### src/opf_consts.svh
`ifndef OPF_CONSTS_SVH
`define OPF_CONSTS_SVH

// lanes per vector register
`define OPF_HW_LANE 8

// one register word in bits
`define OPF_REG_SIZE 32

// bytes per register word, one write enable each
`define OPF_BYTE_PER_REG 4

// registers visible to one thread
`define OPF_REG_NUMBER 64

// hardware threads sharing the banks
`define OPF_THREAD_NUMB 4

// fixed scalar register that holds the lane mask
// only the low lane bits of it are used
`define OPF_MASK_REG 60

// register number standing for the program counter
// never read from the banks as real data
`define OPF_PC_REG 63

`endif
### src/opf_inst_pkg.sv
`include "opf_consts.svh"

package opf_inst_pkg;

	// hardware thread number
	typedef logic [$clog2(`OPF_THREAD_NUMB)-1:0] thread_id_t;

	// register number inside one thread
	typedef logic [$clog2(`OPF_REG_NUMBER)-1:0] reg_addr_t;

	// bank row, thread in the upper bits
	typedef logic [$bits(thread_id_t)+$bits(reg_addr_t)-1:0] bank_addr_t;

	// destination bitmap, one bit per register
	typedef logic [`OPF_REG_NUMBER-1:0] scoreboard_t;

	// decoded instruction as it leaves the scheduler
	typedef struct packed {
		// fetch address of the instruction
		logic [`OPF_REG_SIZE-1:0] pc;
		// source register numbers
		reg_addr_t source0;
		reg_addr_t source1;
		// immediate, also the memory offset
		logic [`OPF_REG_SIZE-1:0] immediate;
		// source0 from the vector file
		logic is_source0_vectorial;
		// source1 from the vector file
		logic is_source1_vectorial;
		// operand 1 is the immediate
		logic is_source1_immediate;
		// lane mask read from the mask register
		logic mask_enable;
		// operand 0 becomes base plus immediate
		logic is_memory_access;
	} instruction_t;

endpackage

### src/fetch_pipeline_ctrl.sv
`timescale 1ns/1ps
`include "opf_consts.svh"

module fetch_pipeline_ctrl (
	input  logic                         clk,
	input  logic                         reset,
	input  logic                         issue_valid,
	input  opf_inst_pkg::thread_id_t     issue_thread,
	input  opf_inst_pkg::instruction_t   issue_inst,
	input  opf_inst_pkg::scoreboard_t    issue_dest_bitmap,
	input  logic [`OPF_THREAD_NUMB-1:0]  rollback,
	input  logic                         opf_ready,
	output logic                         issue_ready,
	output logic                         advance,
	output logic                         s1_valid,
	output opf_inst_pkg::thread_id_t     s1_thread,
	output opf_inst_pkg::instruction_t   s1_inst,
	output opf_inst_pkg::scoreboard_t    s1_dest_bitmap,
	output logic                         out_valid
);

	logic issue_kill;
	logic s1_kill;

	// whole pipe moves when the output slot frees up
	assign advance = !out_valid || opf_ready;
	assign issue_ready = advance;

	// rollback of the thread at the step edge
	assign issue_kill = rollback[issue_thread];
	assign s1_kill = rollback[s1_thread];

	// stage 1 and output valid bits
	always_ff @(posedge clk or posedge reset) begin
		if (reset) begin
			s1_valid <= 1'b0;
			out_valid <= 1'b0;
		end else if (advance) begin
			s1_valid <= issue_valid && !issue_kill;
			// squashed in stage 1 never reaches the output
			out_valid <= s1_valid && !s1_kill;
		end
	end

	// stage 1 capture, payload only
	always_ff @(posedge clk) begin
		if (advance) begin
			s1_thread <= issue_thread;
			s1_inst <= issue_inst;
			s1_dest_bitmap <= issue_dest_bitmap;
		end
	end

endmodule

### config.mk
export PLATFORM = sky130hd
export DESIGN_NAME = fetch_pipeline_ctrl
export DESIGN_NICKNAME = d
export VERILOG_FILES = /design/src/opf_inst_pkg.sv /design/src/fetch_pipeline_ctrl.sv
export VERILOG_INCLUDE_DIRS = /design/src
export SDC_FILE = /design/constraint.sdc
export NUM_CORES = 1
export LEC_CHECK = 0
export ABC_AREA = 1
export BUFFER_PORTS_ARGS = -buffer_cell sky130_fd_sc_hd__buf_2
export CORE_AREA = 3 3 117 119
export DETAILED_ROUTE_END_ITERATION = 7
export DIE_AREA = 0 0 120 122
export PLACE_DENSITY = 0.7
export SETUP_SLACK_MARGIN = 0.02
export SYNTH_ARGS = -nofsm -noshare
export SYNTH_HDL_FRONTEND = slang
export SYNTH_SLANG_ARGS = --single-unit
### constraint.sdc
create_clock -name clk -period 5.2 [get_ports clk]
set_input_delay 0.78 -clock clk [delete_from_list [all_inputs] [get_ports clk]]
set_output_delay 0.78 -clock clk [all_outputs]
set_load 0.02 [all_outputs]
==> results.sh <==
export IMPL_synthAdderAreaFrac_pct=0
export IMPL_whs_ps=214
export IMPL_status="complete, no violations"
export IMPL_seq_area_frac_synth_pct=97.1
export IMPL_crit_type="in2out"
export IMPL_finalHoldViolCount=0
export IMPL_max_slew_margin_pct=39.9
export IMPL_clkTransAtPathRegs_ps=60
export IMPL_yosys_area_share_simple_pct=1.88
export IMPL_end_kind="output pin"
export IMPL_grt_pass1_wl_um=15900
export IMPL_setup_viol=0
export IMPL_netlist_area_um2=4600
export IMPL_fin_crit_ps=2480
export IMPL_avgSynthCellArea_um2=25.7
export IMPL_arrival_ps=1700
export IMPL_initial_utilization_pct=36.3
export IMPL_drc=0
export IMPL_yosysTopAreaCellShare_pct=96.1
export IMPL_cap_violations=0
export IMPL_vias=2923
export IMPL_fmax_ghz=0.403
export IMPL_synth_top_family_by_area="simple AND/OR/NAND/NOR gates"
export IMPL_hpwl_um=8680
export IMPL_skew_ps=3.82
export IMPL_die_area_um2=14600
export IMPL_ys_top_cells_by_area="edfxtp_1 (96%), dfrtp_1 (1.1%), nand2_1 (0.90%)"
export IMPL_peakVddDrop_mv=0.271
export IMPL_cp_max_fo=76
export IMPL_syn_to_final_growth_pct=49.9
export IMPL_synth_compound_area_share_pct=0
export IMPL_num_antenna_cells=0
export IMPL_stdcell_count=687
export IMPL_drive_above_1_share_pct=64.7
export IMPL_yosysUniqueCellTypes=9
export IMPL_cts_made_buffers=17
export IMPL_clockBufferDepth=2
export IMPL_wl_um=11200
export IMPL_cts_tree="yes"
export IMPL_gp_congestion=0.771
export IMPL_fin_setup_tns_ps=0
export IMPL_ios=306
export IMPL_yosys_warnings=0
export IMPL_finalCritPeriodShare_pct=47.7
export IMPL_clkSinkCount=149
export IMPL_die_h_um=122
export IMPL_antenna_found_initial=1
export IMPL_synth_area_leader_cell="edfxtp_1"
export IMPL_synth_nets=334
export IMPL_nNetsFinal=658
export IMPL_dp_cells=656
export IMPL_cts_hold_buf=0
export IMPL_start_kind="input pin"
export IMPL_postCtsSetupBuffers=0
export IMPL_drtPass1Iterations=4
export IMPL_core_area_um2=12700
export IMPL_yosys_mux_area_fraction_pct=0
export IMPL_clkLatencyLatePin_ps=410
export IMPL_grt_pass1_vias=2983
export IMPL_cts_repair_resized=0
export IMPL_rows=41
export IMPL_final_max_slew_viol_count=0
export IMPL_root_buffer="clkbuf_16"
export IMPL_drtIter0Drc=143
export IMPL_finalPower_mw=2.98
export IMPL_io_buffers=305
export IMPL_fillers=1046
export IMPL_rsz0062_at_grt="false"
export IMPL_die_w_um=120
export IMPL_worstPathRequired_ps=4420
export IMPL_power_density_nw_per_um2=433
export IMPL_avgRoutedWirePerCell_um=16.3
export IMPL_ys_ff_latch=149
export IMPL_p_leak_nw=3.11
export IMPL_worst_pin_slew_ps=901
export IMPL_track_usage_pct=14.9
export IMPL_overflow=0
export IMPL_synth_xor_area_share_pct=0
export IMPL_h_tree_depth=4
export IMPL_postSynthCellCount=179
export IMPL_grt_max_degree=77
export IMPL_hold_path_class="in2async"
export IMPL_fin_util_pct=54.4
export IMPL_viasPerCell=4.25
export IMPL_final_antenna_net_count=0
==> path summary, 6_finish.rpt <==
| kind | from | depth (start not counted) | to | slack (ps) |
|---|---|---|---|---|
| max reg2reg | out_valid | 4 | s1_dest_bitmap[39] | 2950 |
| min | reset | 2 | out_valid | 210 |
| max | opf_ready | 4 | advance | 2720 |
| min in group clk | issue_inst[60] | 1 | s1_inst[60] | 540 |
| max in group asynchronous | reset | 2 | s1_valid | 4880 |
| min reg2reg | s1_valid | 2 | s1_valid | 550 |
==> cells in the final DEF (no fill, tap or decap), drive strengths merged <==
cell type / netlist / final
buf: 1 / 306
bufinv: 0 / 2
clkbuf: 0 / 18
clkinv: 0 / 8
clkinvlp: 0 / 3
dfrtp: 2 / 2
edfxtp: 147 / 147
inv: 10 / 10
nand2: 11 / 11
nand3: 4 / 4
nand3b: 2 / 2
nor2: 2 / 2
==> layout make-up <==
| class | count | area, µm² | share of cell area (%) |
|---|---|---|---|
| inverter | 10 | 42.5 | 0.618 |
| sequential | 149 | 4460 | 64.8 |
| clock inverter | 13 | 116 | 1.69 |
| tap | 172 | 215 | 3.12 |
| clock buffer | 18 | 429 | 6.23 |
| multi-input combinational | 19 | 86.3 | 1.25 |
| timing repair buffer | 306 | 1530 | 22.3 |
==> synth_stat cells <==
| library cell | n |
|---|---|
| edfxtp_1 | 147 |
| nand2_1 | 11 |
| inv_1 | 10 |
| nand3_1 | 4 |
| dfrtp_1 | 2 |
| nand3b_1 | 2 |
| buf_4 | 1 |
| nor2_1 | 1 |
| nor2_2 | 1 |
==> state kept, by name, summed over array words and instances (netlist names) <==
name / count
s1_inst: 81
out_valid: 1
s1_valid: 1
s1_dest_bitmap: 64
s1_thread: 2
==> power by group <==
group	total (mW)	internal (mW)	switching (mW)
Sequential	1.49	1.46	0.0289
Clock	1.12	0.690	0.428
Combinational	0.373	0.118	0.254
==> metal layers <==
layer	wire (µm)	share of wire, %	track usage [%]	up-vias
met5	13	0.12	0	-
li1	-	-	-	1344
met4	282	2.5	6.80	2
met2	5520	49	24.4	206
met3	1500	13	8.91	24
met1	3880	35	15.4	1347
==> metrics by stage <==
step / cell area, µm² / setup WS [ps]
after floorplan: 4600 / 139
after global placement: 6340 / 2600
after detailed placement: 6340 / 2510
after CTS: 6890 / 2680
after global routing: 6890 / 2570
final: 6890 / 2720
==> cell families (layout without fill, tap and decap cells) <==
| family | after synthesis | count (layout) |
|---|---|---|
| and+or+nand+nor | 19 | 19 |
| DFF | 149 | 149 |
| buffers and inverters | 11 | 347 |
==> critical path, cell delays in order <==
cell and delay, ps:
buf_2 90, nor2_2 60, inv_6 440, buf_2 280
(Power assumes the default switching activity.)
