<file path="config.mk">
export PLATFORM = sky130hd
export DESIGN_NAME = operand_select
export DESIGN_NICKNAME = d
export VERILOG_FILES = /design/src/opf_data_pkg.sv /design/src/opf_inst_pkg.sv /design/src/operand_select.sv
export VERILOG_INCLUDE_DIRS = /design/src
export SDC_FILE = /design/constraint.sdc
export NUM_CORES = 1
export LEC_CHECK = 0
export BUFFER_PORTS_ARGS = -buffer_cell sky130_fd_sc_hd__buf_2
export CORE_AREA = 5 5 535 537
export DETAILED_ROUTE_END_ITERATION = 8
export DIE_AREA = 0 0 540 542
export PLACE_DENSITY = 0.33
export SYNTH_ARGS = -nofsm -noshare
export SYNTH_HDL_FRONTEND = slang
export SYNTH_SLANG_ARGS = --single-unit
</file>
<file path="constraint.sdc">
create_clock -name clk -period 41.3 [get_ports clk]
set_clock_uncertainty 0.2 [all_clocks]
set_input_delay 4.13 -clock clk [delete_from_list [all_inputs] [get_ports clk]]
set_output_delay 4.13 -clock clk [all_outputs]
set_load 0.05 [all_outputs]
</file>
<file path="src/opf_consts.svh">
`ifndef OPF_CONSTS_SVH
`define OPF_CONSTS_SVH

// lanes per vector register
`define OPF_HW_LANE 8

// one register word in bits
`define OPF_REG_SIZE 32

// bytes per register word, one write enable each
`define OPF_BYTE_PER_REG 4

// registers visible to one thread
`define OPF_REG_NUMBER 64

// hardware threads sharing the banks
`define OPF_THREAD_NUMB 4

// fixed scalar register that holds the lane mask
// only the low lane bits of it are used
`define OPF_MASK_REG 60

// register number standing for the program counter
// never read from the banks as real data
`define OPF_PC_REG 63

`endif
</file>
<file path="src/opf_data_pkg.sv">
`include "opf_consts.svh"

package opf_data_pkg;

	// one scalar word, also one lane of a vector
	typedef logic [`OPF_REG_SIZE-1:0] register_t;

	// full vector register, lane 0 in the low bits
	typedef register_t [`OPF_HW_LANE-1:0] hw_lane_t;

	// one bit per lane
	typedef logic [`OPF_HW_LANE-1:0] lane_mask_t;

	// byte write enables of one word
	typedef logic [`OPF_BYTE_PER_REG-1:0] byte_en_t;

	// byte write enables of a whole vector
	// flattens to one bit per bank column
	typedef byte_en_t [`OPF_HW_LANE-1:0] lane_byte_en_t;

endpackage

</file>
<file path="src/opf_inst_pkg.sv">
`include "opf_consts.svh"

package opf_inst_pkg;

	// hardware thread number
	typedef logic [$clog2(`OPF_THREAD_NUMB)-1:0] thread_id_t;

	// register number inside one thread
	typedef logic [$clog2(`OPF_REG_NUMBER)-1:0] reg_addr_t;

	// bank row, thread in the upper bits
	typedef logic [$bits(thread_id_t)+$bits(reg_addr_t)-1:0] bank_addr_t;

	// destination bitmap, one bit per register
	typedef logic [`OPF_REG_NUMBER-1:0] scoreboard_t;

	// decoded instruction as it leaves the scheduler
	typedef struct packed {
		// fetch address of the instruction
		logic [`OPF_REG_SIZE-1:0] pc;
		// source register numbers
		reg_addr_t source0;
		reg_addr_t source1;
		// immediate, also the memory offset
		logic [`OPF_REG_SIZE-1:0] immediate;
		// source0 from the vector file
		logic is_source0_vectorial;
		// source1 from the vector file
		logic is_source1_vectorial;
		// operand 1 is the immediate
		logic is_source1_immediate;
		// lane mask read from the mask register
		logic mask_enable;
		// operand 0 becomes base plus immediate
		logic is_memory_access;
	} instruction_t;

endpackage

</file>
<file path="src/operand_select.sv">
`timescale 1ns/1ps
`include "opf_consts.svh"

module operand_select (
	input  logic                       clk,
	input  logic                       advance,
	input  logic                       s1_valid,
	input  opf_inst_pkg::instruction_t s1_inst,
	input  opf_inst_pkg::scoreboard_t  s1_dest_bitmap,
	input  opf_data_pkg::register_t    scalar_rd0,
	input  opf_data_pkg::register_t    scalar_rd1,
	input  opf_data_pkg::hw_lane_t     vector_rd0,
	input  opf_data_pkg::hw_lane_t     vector_rd1,
	output opf_inst_pkg::instruction_t opf_inst,
	output opf_data_pkg::hw_lane_t     opf_op0,
	output opf_data_pkg::hw_lane_t     opf_op1,
	output opf_data_pkg::lane_mask_t   opf_lane_mask,
	output opf_inst_pkg::scoreboard_t  opf_dest_bitmap
);

	logic                     src0_is_pc;
	logic                     src1_is_pc;
	opf_data_pkg::register_t  base0;
	opf_data_pkg::register_t  mem_addr;
	opf_data_pkg::hw_lane_t   op0_d;
	opf_data_pkg::hw_lane_t   op1_d;
	opf_data_pkg::lane_mask_t mask_d;

	// pc register number means the instruction pc
	assign src0_is_pc = s1_inst.source0 == opf_inst_pkg::reg_addr_t'(`OPF_PC_REG);
	assign src1_is_pc = s1_inst.source1 == opf_inst_pkg::reg_addr_t'(`OPF_PC_REG);

	// base of a memory access, pc or scalar
	assign base0 = src0_is_pc ? s1_inst.pc : scalar_rd0;
	assign mem_addr = base0 + s1_inst.immediate;

	// operand 0
	always_comb begin
		if (s1_inst.is_source0_vectorial) begin
			op0_d = vector_rd0;
		end else if (s1_inst.is_memory_access) begin
			// effective address in every lane
			op0_d = {`OPF_HW_LANE{mem_addr}};
		end else if (src0_is_pc) begin
			op0_d = {`OPF_HW_LANE{s1_inst.pc}};
		end else begin
			op0_d = {`OPF_HW_LANE{scalar_rd0}};
		end
	end

	// operand 1, immediate wins over any register
	always_comb begin
		if (s1_inst.is_source1_immediate) begin
			op1_d = {`OPF_HW_LANE{s1_inst.immediate}};
		end else if (s1_inst.is_source1_vectorial) begin
			op1_d = vector_rd1;
		end else if (src1_is_pc) begin
			op1_d = {`OPF_HW_LANE{s1_inst.pc}};
		end else begin
			// masked scalar op1 carries the mask register, port 1 was redirected
			op1_d = {`OPF_HW_LANE{scalar_rd1}};
		end
	end

	// low bits of the mask register, all lanes when unmasked
	assign mask_d = s1_inst.mask_enable ?
		scalar_rd1[`OPF_HW_LANE-1:0] : {`OPF_HW_LANE{1'b1}};

	// output registers, empty slots keep the old payload
	always_ff @(posedge clk) begin
		if (advance && s1_valid) begin
			opf_inst <= s1_inst;
			opf_op0 <= op0_d;
			opf_op1 <= op1_d;
			opf_lane_mask <= mask_d;
			opf_dest_bitmap <= s1_dest_bitmap;
		end
	end

endmodule

</file>
==> flow_metrics.py, run 1 <==
metrics = {
    "clock_tree": {
        "ctsResizeCount": 0,
        "cts_hold_buf": 0,
        "cts_htree_levels": 3,
        "cts.sinks": 665,
        "cts.path.max_buffers": 4,
        "cts_tree": "done",
        "post-cts-setup-buffers": 0,
        "cts_inserted_buffers": 91,
        "cts_root_buf": "clkbuf_16",
        "path_clk_slew_ns": 0.06,
    },
    "place": {
        "gp_congestion": 0.856,
        "io_buffers": 1388,
        "place_area_um2": 40000,
        "detailed_place_hpwl_um": 188000,
    },
    "logic_synthesis": {
        "syn_nets": 2988,
        "synth_top_area_share_pct": 70.6,
        "synth_most_common_cell": "edfxtp_1",
        "netlist_area_um2": 28300,
        "synth_edf_count": 665,
        "synth_ff_type": "edfxtp_1",
        "postSynthAreaPerCell_um2": 12.7,
        "synth.area.top_cells": "edfxtp_1 71%, a21oi_1 7.8%, nand2_1 4.8%",
        "ys_async_sr_fraction_pct": 0,
        "ys_warn_count": 0,
        "ys_seq_area_share_pct": 70.6,
        "synthTopCellsByCount": "665 x edfxtp_1, 440 x a21oi_1, 365 x nand2_1",
        "postSynthCellCount": 2227,
        "ys_types": 66,
        "synth-seq-cells": 665,
        "synth_top_area_cell": "edfxtp_1",
    },
    "global_routing": {
        "antenna_found_initial": 244,
        "grt_pass1_vias": 26300,
        "overflow": 0,
        "grt_pass1_wl_um": 282000,
        "grt_use_total_pct": 14.5,
        "grt_max_degree": 123,
    },
    "job": {
        "drv_cap": 0,
    },
    "power_and_ir_drop": {
        "ir_drop_uv": 27.8,
        "powerDensity_nw_per_um2": 48.4,
        "pwr-share-comb_pct": 22.2,
        "p_switching_w": 0.000705,
        "seqPwrFrac_pct": 39.9,
        "p_int_w": 0.00137,
        "p_clk_share_pct": 37.9,
        "p_leak_nw": 17.5,
        "netSwitchingFraction_pct": 33.9,
        "p_total_w": 0.00208,
    },
    "die": {
        "fp.dieW_um": 540,
        "core_um2": 281000,
        "fp-row-count": 195,
        "initial_utilization_pct": 10.1,
        "dieHeight_um": 542,
        "dieArea_um2": 293000,
        "io_pins": 1389,
    },
    "routing": {
        "vias": 25800,
        "wirelength_um": 224000,
        "detail-route-antenna-nets": 0,
        "routed_via_density": 3.45,
        "drt-pass1-iter-count": 5,
        "drtIter0Drc": 1939,
        "drc": 0,
        "wl_per_cell_um": 30.0,
    },
    "setup_path": {
        "cp-end-kind": "register",
        "worstSetupPathType": "in2reg",
        "cp_max_fo": 63,
        "cp.arrival_ns": 9.50,
        "start_kind": "input pin",
        "critPathRequiredTime_ns": 41.50,
    },
    "final_layout": {
        "n_fill_cell": 31900,
        "layout-drive-gt1-share_pct": 44.3,
        "stdcell_area_um2": 42900,
        "area_delta_synth_final_pct": 51.7,
        "fin_nets": 4391,
    },
    "sta": {
        "min_period_ns": 9.31,
        "hold_viol_final": 0,
        "slew_viol_final": 0,
        "setup_tns_ns": 0,
        "post-route-period-util_pct": 22.5,
        "slew-limit-headroom_pct": 13.3,
        "tightestPinTransition_ns": 1.30,
        "rsz0062_at_grt": "no",
        "setup_viol": 0,
        "timing.fmax_mhz": 107,
    },
    "min_path": {
        "min_path_type": "in2reg",
    },
    "outcome": {
        "status": "completed",
    },
}
[layout by cell type, fill, tap and decap left out, drive strengths merged, types with 5 or more instances in the layout]
cell type	netlist	routed
buf	41	1437
nor2	69	69
a211oi	15	15
edfxtp	665	665
clkinv	0	34
ha	36	36
mux2i	7	7
clkbuf	86	104
nand4	8	8
mux2	31	31
a21oi	441	441
nor3	12	12
diode	0	42
nand2	365	365
o21bai	5	5
nand3	13	13
a21o	123	123
xnor2	9	9
o21ai	47	47
nor2b	35	35
nand2b	17	17
and2	6	6
bufinv	0	9
xor2	12	12
or3	10	10
inv	118	119
[power groups by stage]
| stage | Sequential (W) | Combinational [W] | Clock [W] |
|---|---|---|---|
| detailed placement | 0.000844 | 0.000471 | 0 |
| finish | 0.000830 | 0.000461 | 0.000787 |
| floorplan | 0.00104 | 0.0000952 | 0 |
| global placement | 0.000845 | 0.000471 | 0 |
| global route | 0.000834 | 0.000487 | 0.000840 |
| CTS | 0.000831 | 0.000472 | 0.000821 |
[registers in the layout (all words and copies together) (netlist names)]
register,cells
opf_lane_mask,8
opf_dest_bitmap,64
opf_op0,256
opf_op1,256
opf_inst,81
[per-stage QoR]
stage / util (%) / instances / worst slack (ns) / hold slack, ns
2_1_floorplan: - / 2227 / 20.95 / 4.03
3_3_place_gp: 14.2 / 7280 / 31.19 / 4.11
3_5_place_dp: 14.2 / 7280 / 31.13 / 4.11
4_1_cts: 15.2 / 7432 / 32.00 / 3.22
5_1_grt: 15.2 / 7443 / 31.68 / 3.25
6_report: 15.3 / 7474 / 31.99 / 3.33
[path summary, 6_finish.rpt]
path                            from                            end  cells past startpoint
setup / recovery            s1_valid         opf_op1[228]$_DFFE_PP_                      8
hold / removal    s1_dest_bitmap[38]  opf_dest_bitmap[38]$_DFFE_PP_                      1
[metal layers]
metal | wire length (um) | vias to the layer above | share of wire (%) | GRT usage [%]
met1 | 86900 | 12700 | 39 | 16.8
met5 | 740 | - | 0.33 | 0
li1 | - | 11000 | - | -
met4 | 6140 | 120 | 2.7 | 3.21
met2 | 106000 | 1564 | 48 | 24.8
met3 | 23700 | 458 | 11 | 6.23
[critical path, stage by stage]
cell and delay, ns:
buf_2 0.09, and2_4 0.72, buf_4 0.68, buf_4 0.68, buf_4 0.84, buf_4 0.74, buf_4 0.68, buf_4 0.64
[cell families after synthesis]
kind of cell    Yosys count  share of synthesized area (%)
buf+inv                 245                           3.28
simple gates            548                           8.23
flops                   665                           70.6
mux                      38                           1.48
xor+xnor                 21                          0.703
fa+ha+maj                37                           1.66
compound gates          673                           14.0
[cell type report]
type	instances	area, um^2	share of cell area [%]
timing repair buffer	1437	7350	17.1
clock buffer	104	2350	5.47
multi-input combinational	1317	7510	17.5
antenna	42	105	0.245
sequential	665	20000	46.5
inverter	118	443	1.03
tap	3743	4680	10.9
clock inverter	48	503	1.17
(Power assumes the default switching activity.)
==> run 2, diff against run 1 <==
- ABC_AREA: unset -> 1
- CORE_AREA: 5 5 535 537 -> 5 5 533 535
- DIE_AREA: 0 0 540 542 -> 0 0 538 540
- clock period: 41.3 -> 9.73 ns (I/O delays scaled with it)
==> run 2 against run 1 <==
Design area grew 4.3%; critical path type unchanged; synthesized cell count grew 41%; sequential share of layout area shrank 1.9 points; worst hold slack lost 3.2 ns; setup slack lost 27 ns; flip-flop and latch count is the same; non-clock buffer count shrank 24.
==> flow_metrics.py, run 2 <==
metrics = {
    "min_path": {
        "min_path_type": "in2reg",
    },
    "final_layout": {
        "final_cell_mix": "1871 x nand2_1, 1385 x buf_2, 665 x edfxtp_1",
        "utilization_pct": 16.1,
        "final_common_cell": "nand2_1",
        "area_delta_synth_final_pct": 47.4,
        "top_regs": "opf_op0 (256), opf_op1 (256), opf_inst (81)",
        "ff_latch_area_um2": 20000,
        "layout-drive-gt1-share_pct": 35.1,
        "n_fill_cell": 31900,
        "multi_input_area_um2": 9280,
        "fin_nets": 5285,
    },
    "global_routing": {
        "grt_pass1_vias": 28800,
        "antenna_found_initial": 234,
        "overflow": 0,
        "grt_pass1_wl_um": 287000,
        "grt_use_total_pct": 14.8,
        "grt_max_degree": 138,
    },
    "die": {
        "core_um2": 278000,
        "io_pins": 1389,
        "fp.dieW_um": 538,
        "dieHeight_um": 540,
        "dieArea_um2": 291000,
        "fp-row-count": 194,
        "initial_utilization_pct": 10.9,
    },
    "logic_synthesis": {
        "syn_nets": 3892,
        "synth-seq-cells": 665,
        "netlist_area_um2": 30400,
        "postSynthCellCount": 3131,
        "ys_seq_area_share_pct": 65.8,
        "synth_ff_type": "edfxtp_1",
        "ys_types": 35,
        "ys_warn_count": 0,
        "postSynthAreaPerCell_um2": 9.70,
        "synth_edf_count": 665,
        "synth.area.top_cells": "edfxtp_1 66%, nand2_1 23%, inv_1 2.1%",
        "synth_most_common_cell": "nand2_1",
        "synthTopCellsByCount": "1872 x nand2_1, 665 x edfxtp_1, 170 x inv_1",
        "synth_top_area_share_pct": 65.8,
        "synth_top_area_cell": "edfxtp_1",
        "ys_async_sr_fraction_pct": 0,
    },
    "power_and_ir_drop": {
        "p_leak_nw": 20.7,
        "ir_drop_uv": 104,
        "powerDensity_nw_per_um2": 197,
        "p_total_w": 0.00880,
    },
    "setup_path": {
        "critPathTopFamily": "simple AND/OR/NAND/NOR gates",
        "critPathSlowestCell": "buf_4",
        "path_cells": "buf_2, nand2_1, nor2_4, nand2_2, buf_4, o21ai_0, ha_1, nand2_1, nor2_1, nand2_1, nor2_1, nand2_1, nand4_1, nand3_1, nand2_2, nand2_1",
        "critPathBufInv": 2,
        "start_kind": "input pin",
        "cp-end-kind": "register",
        "cp.arrival_ns": 4.85,
        "critical-path-max-stage-delay_ns": 0.57,
        "critPathRequiredTime_ns": 10.03,
        "worstSetupPathType": "in2reg",
        "cp_max_fo": 56,
        "cpMostUsedCell": "nand2_1",
    },
    "routing": {
        "wirelength_um": 227000,
        "drc": 0,
        "routed_via_density": 3.43,
        "drt-pass1-iter-count": 5,
        "wl_per_cell_um": 27.2,
        "drtIter0Drc": 1743,
        "detail-route-antenna-nets": 0,
        "vias": 28700,
    },
    "clock_tree": {
        "cts_tree": "done",
        "cts.path.max_buffers": 4,
        "cts_hold_buf": 0,
        "cts_inserted_buffers": 93,
        "path_clk_slew_ns": 0.06,
        "cts.sinks": 665,
        "cts_root_buf": "clkbuf_16",
        "ctsResizeCount": 0,
        "cts_htree_levels": 3,
        "post-cts-setup-buffers": 0,
    },
    "sta": {
        "tightestPinTransition_ns": 1.17,
        "setup_tns_ns": 0,
        "timing.fmax_mhz": 220,
        "hold_viol_final": 0,
        "setup_viol": 0,
        "slew_viol_final": 0,
        "slew-limit-headroom_pct": 21.6,
        "hold_ws_ns": 0.168,
        "min_period_ns": 4.55,
        "rsz0062_at_grt": "no",
        "post-route-period-util_pct": 46.7,
    },
    "place": {
        "gp_congestion": 0.849,
        "io_buffers": 1388,
        "detailed_place_hpwl_um": 190000,
    },
    "job": {
        "drv_cap": 0,
    },
    "outcome": {
        "status": "completed",
    },
}
-- run 2: cell count changes after synthesis, moves of 14 or more --
cell | before | now
nor2_1 | 69 | 48
nand3_1 | 13 | 46
a21o_1 | 123 | 1
inv_1 | 117 | 170
nand2b_1 | 17 | 0
o21ai_0 | 47 | 33
nor2b_1 | 34 | 0
o21ai_1 | 0 | 20
buf_1 | 35 | 4
a21oi_1 | 440 | 30
nand2_1 | 365 | 1872
mux2_2 | 31 | 3
o211ai_2 | 1 | 25
-- run 2: metal layers --
| metal | vias to the layer above | global-route usage [%] | routed length (um) |
|---|---|---|---|
| met5 | - | 0 | 1010 |
| met4 | 162 | 2.75 | 4350 |
| met3 | 386 | 7.52 | 29800 |
| met2 | 1481 | 24.8 | 106000 |
| met1 | 13700 | 17.0 | 86400 |
| li1 | 13000 | - | - |
-- run 2: power breakdown --
part / switching, W / internal, W
registers: 0.0000652 / 0.00343
clock network: 0.00139 / 0.00193
logic: 0.00157 / 0.000415
total: 0.00302 / 0.00577
-- run 2: worst paths after layout --
| check | start | to | slack (ns) | cells after the start |
|---|---|---|---|---|
| max | s1_inst[45] | opf_op0[248]$_DFFE_PP_ | 5.18 | 16 |
| min | s1_dest_bitmap[35] | opf_dest_bitmap[35]$_DFFE_PP_ | 0.17 | 1 |
-- run 2: layout make-up --
type                    instances  area share [%]
clock inverters                45           0.911
clock buffers                 118            5.46
diodes                         43           0.240
well taps                    3724            10.4
multi-input cells            2179            20.7
flip-flops and latches        665            44.6
inverters                     172            1.47
repair buffers               1413            16.2
-- run 2: cell families (layout without fill, tap and decap cells) --
family | count (synthesis) | after routing | share of synthesized area [%]
simple gates | 1992 | 1992 | 25.1
xor+xnor | 13 | 13 | 0.375
other cells | 0 | 43 | 0
flops | 665 | 665 | 65.8
buf+inv | 287 | 1748 | 3.76
compound gates | 133 | 133 | 3.35
fa+ha+maj | 37 | 37 | 1.55
mux | 4 | 4 | 0.161
-- run 2: through the flow --
step / instances / setup WS (ns) / instance area (um^2)
after floorplan: 3131 / -1.90 / 30400
after global placement: 8153 / 4.55 / 41800
after detailed placement: 8153 / 4.51 / 41800
after CTS: 8316 / 5.37 / 44600
after global routing: 8323 / 5.10 / 44700
final: 8359 / 5.18 / 44800
==> run 3, diff against run 2 <==
- ABC_AREA: 1 -> 0
- CORE_AREA: 5 5 533 535 -> 5 5 534 536
- DIE_AREA: 0 0 538 540 -> 0 0 539 541
- clock period: 9.73 -> 4.1 ns (I/O delays scaled with it)
==> run 3 against run 2 <==
Design area grew 17%; combinational power increased to 2.9 times the previous value; clock-buffer cell count down 7; via count is 1.7% higher; global-route usage is 0.52 points higher; flip-flop and latch count unchanged; worst hold slack lost 0.11 ns; non-clock buffer count rose by 925.
==> flow_metrics.py, run 3 (synthesis gave the netlist of run 1 again) <==
metrics = {
    "setup_path": {
        "path_cells": "dlygate4sd3_1, buf_2, mux2_2, ha_1, inv_1, fa_2, nor2b_4, o2111ai_1, buf_4, a211oi_4, buf_12, nor2_1, buf_4, xor2_2, a211oi_4, buf_12, a21o_1, dlygate4sd3_1",
        "cp.arrival_ns": 4.41,
        "critPathRequiredTime_ns": 4.53,
        "worstSetupPathType": "in2reg",
        "cp-end-kind": "register",
        "critPathSlowestCell": "dlygate4sd3_1",
        "cp_max_fo": 8,
        "critical-path-max-stage-delay_ns": 0.55,
        "start_kind": "input pin",
    },
    "final_layout": {
        "utilization_pct": 18.7,
        "final_common_cell": "buf_2",
        "top_regs": "opf_op0 (256), opf_op1 (256), opf_inst (81)",
        "final_cell_mix": "1385 x buf_2, 717 x dlygate4sd3_1, 665 x edfxtp_1",
        "fin_cells": 8428,
        "fin_nets": 5298,
        "area_delta_synth_final_pct": 85.0,
        "layout-drive-gt1-share_pct": 39.9,
        "stdcell_area_um2": 52300,
    },
    "global_routing": {
        "grt_pass1_vias": 30800,
        "grt_pass1_wl_um": 303000,
        "grt_use_total_pct": 15.3,
        "overflow": 0,
        "antenna_found_initial": 203,
        "grt_max_degree": 136,
    },
    "clock_tree": {
        "path_clk_slew_ns": 0.05,
        "cts.path.max_buffers": 4,
        "cts_tree": "done",
        "cts_htree_levels": 3,
        "cts.sinks": 665,
        "cts_inserted_buffers": 97,
        "cts_root_buf": "clkbuf_16",
    },
    "sta": {
        "timing.fmax_mhz": 251,
        "min_period_ns": 3.98,
        "slew-limit-headroom_pct": 17.6,
        "post-route-period-util_pct": 97.0,
        "setup_viol": 0,
        "slew_viol_final": 0,
        "rsz0062_at_grt": "no",
        "setup_ws_ns": 0.123,
        "tightestPinTransition_ns": 1.23,
        "hold_viol_final": 0,
    },
    "place": {
        "dp.cells": 7458,
        "gp_congestion": 0.858,
        "place_area_um2": 41900,
        "pre_cts_ws_ns": -0.833,
        "detailed_place_hpwl_um": 195000,
        "io_buffers": 1388,
    },
    "die": {
        "dieHeight_um": 541,
        "initial_utilization_pct": 10.1,
        "fp.dieW_um": 539,
        "io_pins": 1389,
        "dieArea_um2": 292000,
        "fp-row-count": 195,
        "core_um2": 280000,
    },
    "outcome": {
        "status": "completed",
    },
    "min_path": {
        "min_path_type": "in2reg",
        "whs_path_depth": 3,
    },
    "job": {
        "drv_cap": 0,
    },
    "routing": {
        "drt-pass1-iter-count": 6,
        "wirelength_um": 234000,
        "routed_via_density": 3.46,
        "vias": 29200,
        "detail-route-antenna-nets": 0,
        "drc": 0,
        "wl_per_cell_um": 27.8,
        "drtIter0Drc": 1947,
    },
    "power_and_ir_drop": {
        "p_leak_nw": 21.6,
        "ir_drop_uv": 288,
        "p_total_w": 0.0222,
        "powerDensity_nw_per_um2": 425,
    },
}
-- run 3: changes by cell type in the layout (fill, tap and decap cells not counted), moves of 51 or more --
cell,before,now
dlygate4sd3_1,0,717
inv_1,167,116
a21o_1,1,123
nand2_1,1871,365
buf_4,20,186
a21oi_1,30,439
-- run 3: where the power goes --
part	switching (W)	total [W]	internal, W
Sequential	0.000184	0.00834	0.00815
Combinational	0.00396	0.00571	0.00176
Clock	0.00347	0.00816	0.00469
Total	0.00761	0.0222	0.0146
-- run 3: per-stage QoR --
step / hold slack [ns] / setup TNS, ns
3_3_place_gp: 0.388 / -83.83
2_1_floorplan: 0.309 / -1031.41
4_1_cts: 0.000130 / 0
3_5_place_dp: 0.388 / -76.45
6_report: 0.0576 / 0
5_1_grt: 0.0300 / 0
-- run 3: worst paths after layout --
kind       startpoint                     end  slack [ns]
max       s1_inst[49]   opf_op0[44]$_DFFE_PP_        0.12
min   vector_rd1[250]  opf_op1[250]$_DFFE_PP_        0.06
-- run 3: repair_timing --
action	4_1_cts	5_1_grt
gates resized for setup	0	3
endpoints found under the hold margin	661	0
endpoints found under the setup margin	0	19
hold buffers	717	0
buffers inserted	0	6
-- run 3: worst max-delay path: cells and delay by family --
family | cells | cell delay (ns)
buffers and inverters | 8 | 2.00
muxes | 1 | 0.16
adders and majority gates | 2 | 0.57
xor gates and xnor gates | 1 | 0.15
AOI/OAI and AO/OA | 4 | 0.86
and+or+nand+nor | 2 | 0.18
-- run 3: routing by layer --
metal	wire length (um)	share of wire, %	track usage (%)
met5	621	0.26	0
met4	5880	2.5	3.54
met3	18900	8.1	5.04
met2	113000	48	26.6
met1	96000	41	18.3
-- run 3: cell type report --
cell class,instances,area [um^2]
Clock buffer,111,2500
Timing Repair Buffer,2338,16500
Fill cell,31100,228000
Multi-Input combinational cell,1317,7540
Antenna cell,74,185
Clock inverter,62,488
Sequential cell,665,20000
Inverter,118,443
Tap cell,3743,4680
